==> src/hdl/axi_xbar_pkg.sv <==
`default_nettype none

package axi_xbar_pkg;

  // Bus widths
  localparam int AXI_ID_BITS    = 4;
  localparam int AXI_IDS_BITS   = 8;
  localparam int AXI_ADDR_BITS  = 32;
  localparam int AXI_DATA_BITS  = 32;
  localparam int AXI_STRB_BITS  = AXI_DATA_BITS / 8;
  localparam int AXI_LEN_BITS   = 8;
  localparam int AXI_RESP_BITS  = 2;
  localparam int AXI_NUM_SLAVES = 3;

  localparam logic [AXI_RESP_BITS-1:0] AXI_RESP_OKAY   = 2'b00;
  localparam logic [AXI_RESP_BITS-1:0] AXI_RESP_SLVERR = 2'b10;

  // Slave select field at the top of the address
  localparam int SLAVE_SEL_LSB  = 28;
  localparam int SLAVE_SEL_BITS = AXI_ADDR_BITS - SLAVE_SEL_LSB;

  localparam logic [SLAVE_SEL_BITS-1:0] SLAVE0_REGION = 4'h0;
  localparam logic [SLAVE_SEL_BITS-1:0] SLAVE1_REGION = 4'h1;
  localparam logic [SLAVE_SEL_BITS-1:0] SLAVE2_REGION = 4'h2;

  // Master codes carried in the upper ID nibble
  localparam int MASTER_CODE_BITS = AXI_IDS_BITS - AXI_ID_BITS;

  localparam logic [MASTER_CODE_BITS-1:0] MASTER0_CODE = 4'h0;
  localparam logic [MASTER_CODE_BITS-1:0] MASTER1_CODE = 4'h1;
  localparam logic [MASTER_CODE_BITS-1:0] MASTER2_CODE = 4'h2;

  // Outstanding write responses
  localparam int PEND_CNT_BITS = 3;

  typedef logic [PEND_CNT_BITS-1:0] pend_cnt_t;

  typedef enum logic [1:0] {
    AXI_MASTER_0_ID,
    AXI_MASTER_1_ID,
    AXI_MASTER_2_ID,
    AXI_MASTER_U_ID
  } axi_master_id_t;

  typedef enum logic [1:0] {
    LOCK_NO,
    LOCK_S0,
    LOCK_S1,
    LOCK_S2
  } data_arb_lock_t;

  typedef enum logic {
    ROUTE_IDLE,
    ROUTE_DATA
  } route_state_t;

  typedef enum logic [1:0] {
    SEL_S0 = 2'd0,
    SEL_S1 = 2'd1,
    SEL_S2 = 2'd2
  } slave_sel_t;

  typedef struct packed {
    logic [AXI_ID_BITS-1:0]   id;
    logic [AXI_ADDR_BITS-1:0] addr;
    logic [AXI_LEN_BITS-1:0]  len;
  } aw_req_t;

  typedef struct packed {
    logic [AXI_IDS_BITS-1:0]  id;
    logic [AXI_ADDR_BITS-1:0] addr;
    logic [AXI_LEN_BITS-1:0]  len;
  } aw_req_s_t;

  typedef struct packed {
    logic [AXI_DATA_BITS-1:0] data;
    logic [AXI_STRB_BITS-1:0] strb;
    logic                     last;
  } w_beat_t;

  typedef struct packed {
    logic [AXI_ID_BITS-1:0]   id;
    logic [AXI_RESP_BITS-1:0] resp;
  } b_resp_t;

  typedef struct packed {
    logic [AXI_IDS_BITS-1:0]  id;
    logic [AXI_RESP_BITS-1:0] resp;
  } b_resp_s_t;

  // Owner of a slave-side ID
  function automatic axi_master_id_t data_decoder(input logic [AXI_IDS_BITS-1:0] id);
    axi_master_id_t master;
    case (id[AXI_IDS_BITS-1 -: MASTER_CODE_BITS])
      MASTER0_CODE: master = AXI_MASTER_0_ID;
      MASTER1_CODE: master = AXI_MASTER_1_ID;
      MASTER2_CODE: master = AXI_MASTER_2_ID;
      default:      master = AXI_MASTER_U_ID;
    endcase
    return master;
  endfunction

endpackage

`default_nettype wire
==> src/hdl/axi_write_xbar.sv <==
`timescale 1ns/1ps
`default_nettype none

module axi_write_xbar (
  input  logic                                    clk,
  input  logic                                    rstn,
  // Master 1
  input  axi_xbar_pkg::aw_req_t                   m_aw,
  input  logic                                    m_awvalid,
  output logic                                    m_awready,
  input  axi_xbar_pkg::w_beat_t                   m_w,
  input  logic                                    m_wvalid,
  output logic                                    m_wready,
  output axi_xbar_pkg::b_resp_t                   m_b,
  output logic                                    m_bvalid,
  input  logic                                    m_bready,
  // Slaves 0 to 2
  output axi_xbar_pkg::aw_req_s_t                 s_aw,
  output logic [axi_xbar_pkg::AXI_NUM_SLAVES-1:0] s_awvalid,
  input  logic [axi_xbar_pkg::AXI_NUM_SLAVES-1:0] s_awready,
  output axi_xbar_pkg::w_beat_t                   s_w,
  output logic [axi_xbar_pkg::AXI_NUM_SLAVES-1:0] s_wvalid,
  input  logic [axi_xbar_pkg::AXI_NUM_SLAVES-1:0] s_wready,
  input  axi_xbar_pkg::b_resp_s_t                 s_b [axi_xbar_pkg::AXI_NUM_SLAVES],
  input  logic [axi_xbar_pkg::AXI_NUM_SLAVES-1:0] s_bvalid,
  output logic [axi_xbar_pkg::AXI_NUM_SLAVES-1:0] s_bready
);

  logic wlast_done;

  axi_write_router u_router (
    .clk        (clk),
    .rstn       (rstn),
    .m_aw       (m_aw),
    .m_awvalid  (m_awvalid),
    .m_awready  (m_awready),
    .m_w        (m_w),
    .m_wvalid   (m_wvalid),
    .m_wready   (m_wready),
    .s_aw       (s_aw),
    .s_awvalid  (s_awvalid),
    .s_awready  (s_awready),
    .s_w        (s_w),
    .s_wvalid   (s_wvalid),
    .s_wready   (s_wready),
    .wlast_done (wlast_done)
  );

  // Response path armed by the router's last-beat pulse
  axi_b_arbiter u_b_arb (
    .clk        (clk),
    .rstn       (rstn),
    .wlast_done (wlast_done),
    .s_b        (s_b),
    .s_bvalid   (s_bvalid),
    .s_bready   (s_bready),
    .m_b        (m_b),
    .m_bvalid   (m_bvalid),
    .m_bready   (m_bready)
  );

endmodule

`default_nettype wire

==> src/hdl/axi_b_arbiter.sv <==
`timescale 1ns/1ps
`default_nettype none

module axi_b_arbiter (
  input  logic                                    clk,
  input  logic                                    rstn,
  input  logic                                    wlast_done,
  // Slave responses
  input  axi_xbar_pkg::b_resp_s_t                 s_b [axi_xbar_pkg::AXI_NUM_SLAVES],
  input  logic [axi_xbar_pkg::AXI_NUM_SLAVES-1:0] s_bvalid,
  output logic [axi_xbar_pkg::AXI_NUM_SLAVES-1:0] s_bready,
  // Master 1 response
  output axi_xbar_pkg::b_resp_t                   m_b,
  output logic                                    m_bvalid,
  input  logic                                    m_bready
);

  axi_xbar_pkg::data_arb_lock_t lock;
  axi_xbar_pkg::data_arb_lock_t lock_nxt;
  axi_xbar_pkg::slave_sel_t     grant;
  axi_xbar_pkg::b_resp_s_t      b_sel;
  axi_xbar_pkg::axi_master_id_t master;
  axi_xbar_pkg::pend_cnt_t      pend_cnt;
  axi_xbar_pkg::pend_cnt_t      pend_cnt_nxt;

  logic grant_vld;
  logic bvalid_sel;
  logic bready_m;
  logic b_hs;
  logic b_enable;

  function automatic axi_xbar_pkg::data_arb_lock_t held_lock(
    input axi_xbar_pkg::slave_sel_t sel
  );
    axi_xbar_pkg::data_arb_lock_t l;
    case (sel)
      axi_xbar_pkg::SEL_S1: l = axi_xbar_pkg::LOCK_S1;
      axi_xbar_pkg::SEL_S2: l = axi_xbar_pkg::LOCK_S2;
      default:              l = axi_xbar_pkg::LOCK_S0;
    endcase
    return l;
  endfunction

  // Locked slave, or lowest valid one when free
  always_comb begin
    grant_vld = 1'b1;
    grant     = axi_xbar_pkg::SEL_S0;
    case (lock)
      axi_xbar_pkg::LOCK_S0: grant = axi_xbar_pkg::SEL_S0;
      axi_xbar_pkg::LOCK_S1: grant = axi_xbar_pkg::SEL_S1;
      axi_xbar_pkg::LOCK_S2: grant = axi_xbar_pkg::SEL_S2;
      default: begin
        if (b_enable && s_bvalid[0]) begin
          grant = axi_xbar_pkg::SEL_S0;
        end else if (b_enable && s_bvalid[1]) begin
          grant = axi_xbar_pkg::SEL_S1;
        end else if (b_enable && s_bvalid[2]) begin
          grant = axi_xbar_pkg::SEL_S2;
        end else begin
          grant_vld = 1'b0;
        end
      end
    endcase
  end

  always_comb begin
    b_sel.id   = '0;
    b_sel.resp = axi_xbar_pkg::AXI_RESP_SLVERR;
    bvalid_sel = 1'b0;
    if (grant_vld) begin
      b_sel      = s_b[grant];
      bvalid_sel = s_bvalid[grant];
    end
  end

  // Ready only towards the granted slave
  always_comb begin
    s_bready = '0;
    if (grant_vld) begin
      s_bready[grant] = bready_m;
    end
  end

  assign master = axi_xbar_pkg::data_decoder(b_sel.id);

  // Only master 1 is present, others get idle values
  always_comb begin
    m_b.id   = '0;
    m_b.resp = axi_xbar_pkg::AXI_RESP_SLVERR;
    m_bvalid = 1'b0;
    bready_m = 1'b0;
    case (master)
      axi_xbar_pkg::AXI_MASTER_1_ID: begin
        m_b.id   = b_sel.id[axi_xbar_pkg::AXI_ID_BITS-1:0];
        m_b.resp = b_sel.resp;
        m_bvalid = bvalid_sel;
        bready_m = m_bready;
      end
      default: ;
    endcase
  end

  assign b_hs = bvalid_sel & bready_m;

  // Hold while stalled, rotate after acceptance
  always_comb begin
    lock_nxt = lock;
    if (bvalid_sel) begin
      if (b_hs) begin
        case (grant)
          axi_xbar_pkg::SEL_S0:
            lock_nxt = s_bvalid[1] ? axi_xbar_pkg::LOCK_S1 :
                       s_bvalid[2] ? axi_xbar_pkg::LOCK_S2 : axi_xbar_pkg::LOCK_NO;
          axi_xbar_pkg::SEL_S1:
            lock_nxt = s_bvalid[2] ? axi_xbar_pkg::LOCK_S2 :
                       s_bvalid[0] ? axi_xbar_pkg::LOCK_S0 : axi_xbar_pkg::LOCK_NO;
          default:
            lock_nxt = s_bvalid[0] ? axi_xbar_pkg::LOCK_S0 :
                       s_bvalid[1] ? axi_xbar_pkg::LOCK_S1 : axi_xbar_pkg::LOCK_NO;
        endcase
      end else begin
        lock_nxt = held_lock(grant);
      end
    end
  end

  // Writes whose response is still owed
  always_comb begin
    pend_cnt_nxt = pend_cnt;
    case ({wlast_done, b_hs})
      2'b10:   pend_cnt_nxt = pend_cnt + axi_xbar_pkg::pend_cnt_t'(1);
      2'b01:   pend_cnt_nxt = pend_cnt - axi_xbar_pkg::pend_cnt_t'(1);
      default: ;
    endcase
  end

  always_ff @(posedge clk or negedge rstn) begin
    if (!rstn) begin
      lock     <= axi_xbar_pkg::LOCK_NO;
      pend_cnt <= '0;
      b_enable <= 1'b0;
    end else begin
      lock     <= lock_nxt;
      pend_cnt <= pend_cnt_nxt;
      // Opens on a finished data phase, drops with the last owed response
      b_enable <= (pend_cnt_nxt != '0);
    end
  end

endmodule

`default_nettype wire

==> src/hdl/axi_write_router.sv <==
`timescale 1ns/1ps
`default_nettype none

module axi_write_router (
  input  logic                                          clk,
  input  logic                                          rstn,
  // Master 1 write address and data
  input  axi_xbar_pkg::aw_req_t                         m_aw,
  input  logic                                          m_awvalid,
  output logic                                          m_awready,
  input  axi_xbar_pkg::w_beat_t                         m_w,
  input  logic                                          m_wvalid,
  output logic                                          m_wready,
  // Slave side, payload shared by all slaves
  output axi_xbar_pkg::aw_req_s_t                       s_aw,
  output logic [axi_xbar_pkg::AXI_NUM_SLAVES-1:0]       s_awvalid,
  input  logic [axi_xbar_pkg::AXI_NUM_SLAVES-1:0]       s_awready,
  output axi_xbar_pkg::w_beat_t                         s_w,
  output logic [axi_xbar_pkg::AXI_NUM_SLAVES-1:0]       s_wvalid,
  input  logic [axi_xbar_pkg::AXI_NUM_SLAVES-1:0]       s_wready,
  // Last beat accepted by the target slave
  output logic                                          wlast_done
);

  axi_xbar_pkg::route_state_t state;
  axi_xbar_pkg::route_state_t state_nxt;
  axi_xbar_pkg::slave_sel_t   target;
  axi_xbar_pkg::slave_sel_t   aw_sel;

  logic [axi_xbar_pkg::SLAVE_SEL_BITS-1:0] region;
  logic                                    aw_hit;
  logic                                    aw_hs;
  logic                                    w_hs;

  assign region =
    m_aw.addr[axi_xbar_pkg::AXI_ADDR_BITS-1:axi_xbar_pkg::SLAVE_SEL_LSB];

  // Address decode
  always_comb begin
    aw_hit = 1'b1;
    aw_sel = axi_xbar_pkg::SEL_S0;
    case (region)
      axi_xbar_pkg::SLAVE0_REGION: aw_sel = axi_xbar_pkg::SEL_S0;
      axi_xbar_pkg::SLAVE1_REGION: aw_sel = axi_xbar_pkg::SEL_S1;
      axi_xbar_pkg::SLAVE2_REGION: aw_sel = axi_xbar_pkg::SEL_S2;
      // Unmapped, request never reaches a slave
      default: aw_hit = 1'b0;
    endcase
  end

  // Master code goes above the master's own ID
  always_comb begin
    s_aw.id   = {axi_xbar_pkg::MASTER1_CODE, m_aw.id};
    s_aw.addr = m_aw.addr;
    s_aw.len  = m_aw.len;
  end

  // AW only while no data phase is open
  always_comb begin
    s_awvalid = '0;
    m_awready = 1'b0;
    if (state == axi_xbar_pkg::ROUTE_IDLE && aw_hit) begin
      s_awvalid[aw_sel] = m_awvalid;
      m_awready         = s_awready[aw_sel];
    end
  end

  assign aw_hs = m_awvalid & m_awready;

  // W beats follow the registered target
  assign s_w = m_w;

  always_comb begin
    s_wvalid = '0;
    m_wready = 1'b0;
    if (state == axi_xbar_pkg::ROUTE_DATA) begin
      s_wvalid[target] = m_wvalid;
      m_wready         = s_wready[target];
    end
  end

  assign w_hs       = m_wvalid & m_wready;
  assign wlast_done = w_hs & m_w.last;

  always_comb begin
    state_nxt = state;
    case (state)
      axi_xbar_pkg::ROUTE_IDLE: begin
        if (aw_hs) begin
          state_nxt = axi_xbar_pkg::ROUTE_DATA;
        end
      end
      axi_xbar_pkg::ROUTE_DATA: begin
        if (wlast_done) begin
          state_nxt = axi_xbar_pkg::ROUTE_IDLE;
        end
      end
      default: state_nxt = axi_xbar_pkg::ROUTE_IDLE;
    endcase
  end

  always_ff @(posedge clk or negedge rstn) begin
    if (!rstn) begin
      state  <= axi_xbar_pkg::ROUTE_IDLE;
      target <= axi_xbar_pkg::SEL_S0;
    end else begin
      state <= state_nxt;
      if (aw_hs) begin
        target <= aw_sel;
      end
    end
  end

endmodule

`default_nettype wire

==> config.mk <==
export PLATFORM = sky130hd
export DESIGN_NAME = axi_write_xbar
export DESIGN_NICKNAME = d
export VERILOG_FILES = /design/src/hdl/axi_xbar_pkg.sv /design/src/hdl/axi_write_xbar.sv /design/src/hdl/axi_b_arbiter.sv /design/src/hdl/axi_write_router.sv
export SDC_FILE = /design/constraint.sdc
export NUM_CORES = 1
export LEC_CHECK = 0
export BUFFER_PORTS_ARGS = -buffer_cell sky130_fd_sc_hd__buf_2
export CAP_MARGIN = 10
export CORE_AREA = 4 4 86 88
export CTS_BUF_LIST = sky130_fd_sc_hd__clkbuf_8 sky130_fd_sc_hd__clkbuf_16
export CTS_CLUSTER_DIAMETER = 50
export DETAILED_ROUTE_END_ITERATION = 7
export DIE_AREA = 0 0 90 92
export PLACE_DENSITY = 0.68
export SKIP_LAST_GASP = 1
export SLEW_MARGIN = 5
export SYNTH_ARGS = -nofsm -noshare
export SYNTH_HDL_FRONTEND = slang
export SYNTH_SLANG_ARGS = --single-unit
export TNS_END_PERCENT = 1
==> constraint.sdc <==
create_clock -name clk -period 4.4 [get_ports clk]
set_clock_uncertainty 0.2 [all_clocks]
set_input_delay 0.44 -clock clk [delete_from_list [all_inputs] [get_ports clk]]
set_output_delay 0.44 -clock clk [all_outputs]
set_load 0.05 [all_outputs]
## Word-level counts from Yosys, hierarchy flattened

Cells that the tools add are included.

| cells by class | value |
|---|---|
| add/sub/neg operators | 2 |
| multiply operators | 0 |
| divide/modulo/power cells | 0 |
| order comparisons | 7 |
| eq/ne operators | 12 |
| shift-type cells | 0 |
| mux-type cells | 49 |
| bitwise logic cells | 9 |
| reductions and logical operators | 13 |

Operators with widths:

| kind | count |
|---|---|
| 2-to-1 mux 10 bit | 3 |
| binary-select mux 10 bit (select 2 bit) | 1 |
| 2-to-1 mux 1 bit | 19 |
| 2-to-1 mux 2 bit | 9 |
| case mux 2 bit (2 select lines) | 3 |
| case mux 2 bit (3 select lines) | 2 |
| bitwise AND 3 bit | 3 |
| less-than comparator 2 x 3 -> 1 bit (second input constant) | 3 |
| 2-to-1 mux 3 bit | 3 |
| == test 2 x 1 -> 1 bit (second input constant) | 4 |
| == test 2 bit (second input constant) | 4 |
| == test 4 x 1 -> 1 bit (second input constant) | 2 |
| == test 4 x 2 -> 1 bit (second input constant) | 2 |
| zero test 4 bit | 2 |
| logical AND 1 bit | 7 |
| binary-select mux 1 bit (select 2 bit) | 3 |
| demux 1 bit (select 2 bit) | 3 |
| >= comparator 2 x 1 -> 1 bit (second input constant) | 3 |
| 2-to-1 mux 6 bit | 1 |
| case mux 3 bit (2 select lines) | 1 |
| OR reduction 3 bit | 2 |
| bitwise AND 1 bit | 4 |
| adder 3 x 1 -> 3 bit (second input constant) | 1 |
| >= comparator 3 bit (second input constant) | 1 |
| 6 further kinds | 6 |

| word-level totals | value |
|---|---|
| register bits after elaboration | 9 |
| bits in latches | 0 |
| memory bits (writable) | 0 |
| memory bits (read-only) | 0 |
| bits of input ports | 125 |
| memories kept | 0 |

## Longest topological paths before layout

Gate-level depths: netlist (run 1).

| depth | value |
|---|---|
| depth after elaboration | 18 |
| gate-level depth with buffers | 12 |
| depth with buffers taken out | 11 |

## Hierarchy

A second synthesis (run 1) with hierarchy kept.

| second synthesis, totals | value |
|---|---|
| cell total of the unflattened synthesis | 206 |
| area, all modules | 1,640.3 um^2 |

Modules (own cells, without submodules):

| module | instances | cells an instance | area each (um^2) | seq. area each (um^2) |
|---|---|---|---|---|
| axi_write_router | 1 | 122 | 952.2 | 75.1 |
| axi_b_arbiter | 1 | 84 | 688.2 | 150.1 |

## Worst setup path before layout (run 1)

Ideal clock, no wire load.

| timing path | value |
|---|---|
| path type | input -> output |
| start | in s_bvalid[1] (netlist name) |
| end | out s_bready[0] (netlist name) |
| data arrival time | 2.431 ns |
| setup slack | 1.329 ns |
| cell stages on the path | 6 |
| cells stage by stage | buf_2 nand3b_1 a21oi_2 a221o_4 nand2_2 nor3_1 |

| on the way | value |
|---|---|
| word-level cells in the longest chain between the ends | 15 |

Ends and longest elaborated chain:

| element | RTL line | source |
|---|---|---|
| start: declaration | axi_write_xbar.sv:25 | `input logic [axi_xbar_pkg::AXI_NUM_SLAVES-1:0] s_bvalid,` |
| logical AND 1 bit * | axi_b_arbiter.sv:55 | `end else if (b_enable && s_bvalid[1]) begin` |
| 2-to-1 mux 2 bit | axi_b_arbiter.sv:55 |  |
| 2-to-1 mux 2 bit | axi_b_arbiter.sv:53 | `if (b_enable && s_bvalid[0]) begin` |
| case mux 2 bit (3 select lines) | axi_b_arbiter.sv:48 | `case (lock)` |
| NOT 2 -> 3 bit (implied by the code) | axi_b_arbiter.sv:71 | `b_sel = s_b[grant];` |
| binary-select mux 10 bit (select 2 bit) | axi_b_arbiter.sv:71 |  |
| 2-to-1 mux 10 bit (implied by the code) (2 in series) | axi_b_arbiter.sv:71 |  |
| 2-to-1 mux 10 bit | axi_b_arbiter.sv:70 | `if (grant_vld) begin` |
| == test 4 x 2 -> 1 bit (tied with other cells) | axi_xbar_pkg.sv:94 | `case (id[AXI_IDS_BITS-1 -: MASTER_CODE_BITS])` |
| case mux 2 bit (3 select lines) | axi_xbar_pkg.sv:94 |  |
| == test 2 x 1 -> 1 bit | axi_b_arbiter.sv:92 | `case (master)` |
| 2-to-1 mux 1 bit | axi_b_arbiter.sv:92 |  |
| bitwise AND 3 bit (no line) | -- |  |
| 2-to-1 mux 3 bit * | axi_b_arbiter.sv:79 | `if (grant_vld) begin` |
| end: declaration | axi_write_xbar.sv:26 | `output logic [axi_xbar_pkg::AXI_NUM_SLAVES-1:0] s_bready` |

Mark *: on every way between the ends. The rest lies on a longest branch, timed or not. The select of a mux whose other input is x is not followed.

## Worst setup path in the final report (run 1)

| timing path | value |
|---|---|
| start | reg u_b_arb.lock[1] |
| end | reg u_b_arb.b_enable |

| on the way | value |
|---|---|
| word-level cells in the longest chain between the ends | 15 |

Ends and longest elaborated chain:

| element | RTL line | source |
|---|---|---|
| start: declaration | axi_b_arbiter.sv:18 | `axi_xbar_pkg::data_arb_lock_t lock;` |
| start signal: assignment | axi_b_arbiter.sv:139 | `lock <= axi_xbar_pkg::LOCK_NO;` |
| start signal: assignment | axi_b_arbiter.sv:143 | `lock <= lock_nxt;` |
| == test 2 bit or == test 2 x 1 -> 1 bit (tied branches) | axi_b_arbiter.sv:48 |  |
| case mux 2 bit (3 select lines) | axi_b_arbiter.sv:48 |  |
| NOT 2 -> 3 bit (implied by the code) | axi_b_arbiter.sv:71 |  |
| binary-select mux 10 bit (select 2 bit) | axi_b_arbiter.sv:71 |  |
| 2-to-1 mux 10 bit (implied by the code) (2 in series) | axi_b_arbiter.sv:71 |  |
| 2-to-1 mux 10 bit | axi_b_arbiter.sv:70 |  |
| == test 4 x 2 -> 1 bit (tied with other cells) | axi_xbar_pkg.sv:94 |  |
| case mux 2 bit (3 select lines) | axi_xbar_pkg.sv:94 |  |
| == test 2 x 1 -> 1 bit | axi_b_arbiter.sv:92 |  |
| 2-to-1 mux 1 bit | axi_b_arbiter.sv:92 |  |
| bitwise AND 1 bit * | axi_b_arbiter.sv:103 | `assign b_hs = bvalid_sel & bready_m;` |
| == test 2 x 1 -> 1 bit or == test 2 bit (tied branches) | axi_b_arbiter.sv:130 | `case ({wlast_done, b_hs})` |
| case mux 3 bit (2 select lines) * | axi_b_arbiter.sv:130 |  |
| via u_b_arb.pend_cnt_nxt[1] | axi_b_arbiter.sv:24 | `axi_xbar_pkg::pend_cnt_t pend_cnt_nxt;` |
| nonzero test 3 bit * | axi_b_arbiter.sv:146 | `b_enable <= (pend_cnt_nxt != '0);` |
| end signal: assignment | axi_b_arbiter.sv:146 |  |
| end: declaration | axi_b_arbiter.sv:30 | `logic b_enable;` |

Mark *: on every way through the listed nets, which the timed path passes. The rest lies on a longest branch. The select of a mux whose other input is x is not followed.
A chain may end at the register's enable or synchronous reset.

==> out/results.ini, run 1 <==
[sta]
worst_pin_slew_ps = 659
setup-violations-final = 0
fin_crit_ps = 3350
fmax_mhz = 298
finalHoldViolCount = 0
period_share = 0.762
slew-limit-headroom = 0.554
drv_slew = 0
fin_ws_ps = 1050
fin_tns_setup_ps = 0
rsz0062_at_grt = no
hold-worst-slack_ps = 251

[critical_path]
crit_type = reg -> reg
reg2reg_from = u_b_arb.lock[1]$_DFFE_PN0N_
endpoint_kind = flop
slowest_stage = dfrtp_1
arrival_ps = 3260
worstPathCellList = nand4bb_2 -> o31ai_4 -> a221o_4 -> nand2_2 -> nor2_1 -> ha_1 -> fa_1 -> mux2_2 -> or3_1
cp_top_family = simple AND/OR/NAND/NOR gates
cp.required_ps = 4310
max_stage_delay_ps = 520
path_buf_inv = 0
startpoint_type = flop
worstSetupStartpoint = u_b_arb.lock[1]$_DFFE_PN0N_
worstPathMaxFanout = 15

[yosys]
ys_types = 48
synth_edf_count = 0
post-synth-top-area-fraction = 0.393
yosysWarnings = 0
syn_inst = 206
synth_ff_type = dfrtp_1
synth.most_common_cell = buf_4
yosysSeqAreaShare = 0.139
synth_area_leader_cell = buf_4
synth.area.top_cells = buf_4, dfrtp_1, nor3_1
syn_area_um2 = 1620
ys_ff_latch = 9
syn_area_per_cell_um2 = 7.88
synthTopCellsByCount = buf_4, nand2_1, nor2_1, nor3_1, dfrtp_1
async_flop_share = 1.00

[power_and_ir_drop]
clock_power_share = 0.114
p_int_mw = 0.373
power_frac_comb = 0.671
power.leakage_nw = 0.719
ir_worst_vdd_uv = 236
swShare = 0.538
powerDensity_nw_per_um2 = 547
p_seq_frac = 0.215
netSwitchingPower_mw = 0.435

[floorplanning]
ioPinCount = 228
initial_core_util = 0.244
dieArea_um2 = 8280
core-area_um2 = 6640
die_h_um = 92
num_rows = 30
dieWidth_um = 90

[finish]
layout-drive-gt1-share = 0.436
n_antenna_cell = 0
area_growth_pct = -9.01
layout.nets = 323

[route]
drtAntennaViolNets = 0
wl_um = 4270
drc = 0
vias = 1298
first_pass_iters = 4
via_per_inst = 4.72
routedWlPerCell_um = 15.5
drtIter0Drc = 140

[clock_tree]
clock-sinks = 9
clk_pin_slew_ps = 40
cts_made_buffers = 3
cts_buffer_depth = 2
cts_tree = yes
h-tree-depth = 1
insertion_delay_ps = 230
post_cts.repair.setup_buffers = 0
clockRootBuffer = clkbuf_8

[place]
dp_hpwl_um = 3660
gp_congestion = 0.760
numPortBuffers = 71
dpl_worst_slack_ps = 1040

[run]
cap_violations = 0

[global_route]
antenna_found_initial = 0
overflow = 0
grt_pass1_vias = 1274
grt_max_degree = 16
grt_usage = 0.0939
grt_pass1_wl_um = 6270

[hold_path]
hp-class = reg -> reg
hp-start = u_b_arb.pend_cnt[2]$_DFF_PN0_

[run_status]
outcome = completed

-- flip-flops by register name (all words and copies together), names as in the netlist --
register / flops
u_router.target: 2
u_b_arb.pend_cnt: 3
u_router.state: 1
u_b_arb.lock: 2
u_b_arb.b_enable: 1
-- layout make-up --
class / instances / area (um2)
Multi-Input combinational cell: 106 / 727
Timing Repair Buffer: 72 / 365
Fill cell: 722 / 5170
Clock buffer: 3 / 41.3
Sequential cell: 9 / 225
Clock inverter: 1 / 3.75
Tap cell: 80 / 100
Inverter: 4 / 15.0
-- cell families (layout without fill, tap and decap cells) --
logic type	after synthesis	in the layout	synth area share
simple gates	57	57	0.197
fa+ha+maj	2	2	0.0200
xor+xnor	3	3	0.0162
mux	5	5	0.0331
compound gates	35	35	0.172
flops	9	9	0.139
other cells	2	4	0.00462
buf+inv	93	80	0.418
-- path summary, 6_finish.rpt --
path / to / slack (ps) / cells past startpoint
min in group asynchronous: u_b_arb.pend_cnt[0]$_DFF_PN0_ / 390 / 2
worst min register to register: u_b_arb.pend_cnt[2]$_DFF_PN0_ / 250 / 1
worst max-delay path: u_b_arb.b_enable$_DFF_PN0_ / 1050 / 9
worst max register to register: u_b_arb.b_enable$_DFF_PN0_ / 1050 / 9
max in group asynchronous: u_b_arb.lock[1]$_DFFE_PN0N_ / 3440 / 2
worst min-delay path: u_b_arb.pend_cnt[2]$_DFF_PN0_ / 250 / 1
-- routing by layer --
layer,up-vias,wire (um),share of wire,GRT usage
met1,569,1380,0.32,0.0857
met3,38,595,0.14,0.0517
li1,593,-,-,-
met4,0,227,0.053,0.0587
met2,98,2070,0.48,0.162
met5,-,0,0,0
-- through the flow --
stage	cell area [um2]	total power [mW]	util	instances
after floorplan	1630	0.789	-	208
after global placement	1420	0.707	0.214	270
after detailed placement	1420	0.719	0.214	270
after CTS	1480	0.818	0.222	275
after global routing	1480	0.877	0.222	275
final	1480	0.808	0.222	275
-- cell usage in the layout, fill, tap and decap left out, types with 3 or more instances in the layout --
cell	instances
nor3b_1	4
conb_1	4
a21oi_1	8
nand2_1	12
a211o_1	3
nor3_1	12
mux2_2	3
o21ai_0	3
dfrtp_1	9
a22oi_1	5
inv_1	5
nand2b_1	3
buf_2	71
clkbuf_8	3
nor2_1	12
-- worst register-to-register path, delay by kind of cell, from the launching register on --
| family | cells | cell delay (ps) |
|---|---|---|
| muxes | 1 | 270 |
| DFF | 1 | 520 |
| adders and majority gates | 2 | 650 |
| and+or+nand+nor | 4 | 900 |
| AOI/OAI and AO/OA | 2 | 680 |
-- power by group through the flow --
| stage | logic [mW] | clock network [mW] | registers, mW |
|---|---|---|---|
| floorplan | 0.644 | 0 | 0.145 |
| global route | 0.587 | 0.106 | 0.185 |
| detailed placement | 0.545 | 0 | 0.174 |
| CTS | 0.548 | 0.0981 | 0.173 |
| global placement | 0.536 | 0 | 0.172 |
| finish | 0.542 | 0.0924 | 0.174 |
-- what timing repair did --
item                      4_1_cts  5_1_grt
hold endpoints to repair        9        0
resized for setup               0        0
hold buffers                    1        0
No activity file was read; power rests on OpenSTA's default activity.
==> run 2: changes to the inputs <==
Settings changed: PLACE_DENSITY 0.68 to 0.71.
Clock period 4.4 ns to 3.08 ns, I/O delays scaled along.
==> out/results.ini, run 2 (synthesized netlist as in run 1, its figures left out) <==
[run_status]
outcome = completed

[route]
drc = 0  ; unchanged
via_per_inst = 4.56  ; -3.3%
wl_um = 4190  ; -1.8%
drtIter0Drc = 81  ; -42%
routedWlPerCell_um = 14.6  ; -6.3%
drtAntennaViolNets = 0  ; unchanged
first_pass_iters = 4  ; unchanged
vias = 1314  ; +1.2%

[finish]
seqCellArea_um2 = 225  ; unchanged
layout.nets = 336  ; +4.0%
post-route-util = 0.238  ; +0.0154
fillCellCount = 718  ; -0.55%
regMostFlops = u_b_arb.pend_cnt
mostFrequentLayoutCells = buf_2, buf_4, nand2_1, nor2_1, nor3_1
multiInputGateArea_um2 = 732  ; +0.69%
layout_commonest_cell = buf_2
layout-drive-gt1-share = 0.481  ; +0.0449
top_regs = u_b_arb.pend_cnt (3), u_b_arb.lock (2), u_router.target (2)
area_growth_pct = -2.70
largest_register_ffs = 3  ; unchanged
n_antenna_cell = 0  ; unchanged

[sta]
finalHoldViolCount = 0  ; unchanged
rsz0062_at_grt = no
fin_tns_setup_ps = 0  ; unchanged
fin_crit_ps = 2930  ; -423 ps
period_share = 0.951  ; +0.189
fmax_mhz = 341  ; +14%
drv_slew = 0  ; unchanged
setup-violations-final = 0  ; unchanged
fin_ws_ps = 151  ; -897 ps

[critical_path]
startpoint_type = flop
slowest_stage = dfrtp_1
rr_worst_depth = 11  ; +2
rr_endpoint = u_b_arb.b_enable$_DFF_PN0_
endpoint_kind = flop
path_buf_inv = 0  ; unchanged
arrival_ps = 2850  ; -410 ps
worstPathMaxFanout = 3  ; -12
r2r_slack_ps = 150  ; -900 ps
reg2reg_from = u_b_arb.lock[0]$_DFFE_PN0N_
crit_type = reg -> reg
cp.required_ps = 3000  ; -1310 ps
cp_top_family = simple AND/OR/NAND/NOR gates
cp_common_cell = nor2_1
max_stage_delay_ps = 390  ; -130 ps
worstPathCellList = nand4bb_2 -> a211o_1 -> and4bb_4 -> nand2_2 -> nor2_1 -> ha_1 -> fa_1 -> xnor2_1 -> nor2_1 -> xor2_1 -> or3_1

[hold_path]
hp-class = in -> reg
whs_endpoint = u_router.state$_DFF_PN0_
hold_depth = 3  ; +2
hp-start = m_awvalid

[global_route]
grt_pass1_wl_um = 6600  ; +5.3%
grt_pass1_vias = 1318  ; +3.5%
grt_usage = 0.0989  ; +0.00503
grt_max_degree = 15  ; -1
overflow = 0  ; unchanged
antenna_found_initial = 0  ; unchanged

[floorplanning]
core-area_um2 = 6640  ; unchanged
dieWidth_um = 90  ; unchanged
die_h_um = 92  ; unchanged
num_rows = 30  ; unchanged
initial_core_util = 0.244  ; unchanged
dieArea_um2 = 8280  ; unchanged
ioPinCount = 228  ; unchanged

[run]
cap_violations = 0  ; unchanged

[power_and_ir_drop]
power.leakage_nw = 0.782  ; +8.7%
powerDensity_nw_per_um2 = 804  ; +47%
ir_worst_vdd_uv = 304  ; +29%

[clock_tree]
cts_buffer_depth = 2  ; unchanged
h-tree-depth = 1  ; unchanged
insertion_delay_ps = 240  ; about the same
cts_made_buffers = 3  ; unchanged
clockRootBuffer = clkbuf_8
cts_tree = yes
clk_pin_slew_ps = 50  ; about the same
clock-sinks = 9  ; unchanged

[place]
gp_congestion = 0.727  ; -4.3%
dp_hpwl_um = 3600  ; -1.7%
numPortBuffers = 71  ; unchanged
dpl_worst_slack_ps = 91.1  ; -947 ps

run 2: cell count changes in the layout (fill, tap and decap cells not counted), sizes merged:
cell and change:
buf +13
run 2: worst max-delay path by stage:
stage | from | to | slack, ps | cells after the start
2_1_floorplan | u_b_arb.lock[1]$_DFFE_PN0N_ | u_b_arb.b_enable$_DFF_PN0_ | 100 | 11
3_3_place_gp | s_bvalid[0] | u_b_arb.b_enable$_DFF_PN0_ | 180 | 12
3_5_place_dp | s_bvalid[0] | u_b_arb.b_enable$_DFF_PN0_ | 90 | 12
4_1_cts | u_b_arb.lock[1]$_DFFE_PN0N_ | u_b_arb.b_enable$_DFF_PN0_ | 150 | 12
5_1_grt | u_b_arb.lock[1]$_DFFE_PN0N_ | u_b_arb.b_enable$_DFF_PN0_ | 10 | 12
6_report | u_b_arb.lock[0]$_DFFE_PN0N_ | u_b_arb.b_enable$_DFF_PN0_ | 150 | 11
run 2: power by group:
| part | internal, mW | switching [mW] | leakage [nW] | total, mW |
|---|---|---|---|---|
| clock network | 0.0873 | 0.0525 | 0.0269 | 0.140 |
| registers | 0.168 | 0.0410 | 0.110 | 0.209 |
| logic | 0.359 | 0.564 | 0.645 | 0.923 |
run 2: routing by layer:
metal	share of wire	vias up	wire length, um	global-route usage
li1	-	620	-	-
met1	0.36	575	1530	0.0997
met2	0.47	87	1990	0.161
met3	0.11	32	479	0.0509
met4	0.048	0	200	0.0651
met5	0	-	0	0
run 2: layout make-up:
cell class              count  area share
repair buffers             85       0.293
clock inverters             1     0.00238
flip-flops and latches      9       0.143
multi-input cells         106       0.463
clock buffers               3      0.0261
well taps                  80      0.0633
inverters                   4     0.00950
run 2: worst min-delay path, delay by kind of cell:
kind / cells / cell delay [ps]
AO/OA/AOI/OAI: 1 / 110
buffers and inverters: 1 / 100
AND/OR/NAND/NOR: 1 / 110
run 2: what timing repair did:
| item | in CTS | in global routing |
|---|---|---|
| endpoints found under the hold margin | 9 | 0 |
| setup endpoints to repair | 0 | 1 |
| hold buffers | 1 | 0 |
| buffers inserted | 0 | 0 |
| resized for setup | 0 | 2 |
run 2: per-stage QoR:
step	cells	total power [mW]	cell area, um2	hold slack (ps)
2_1_floorplan	208	1.13	1630	-188
3_3_place_gp	283	1.12	1520	-24.4
3_5_place_dp	283	1.14	1520	-20.6
4_1_cts	288	1.28	1580	236
5_1_grt	288	1.37	1580	258
6_report	288	1.27	1580	245
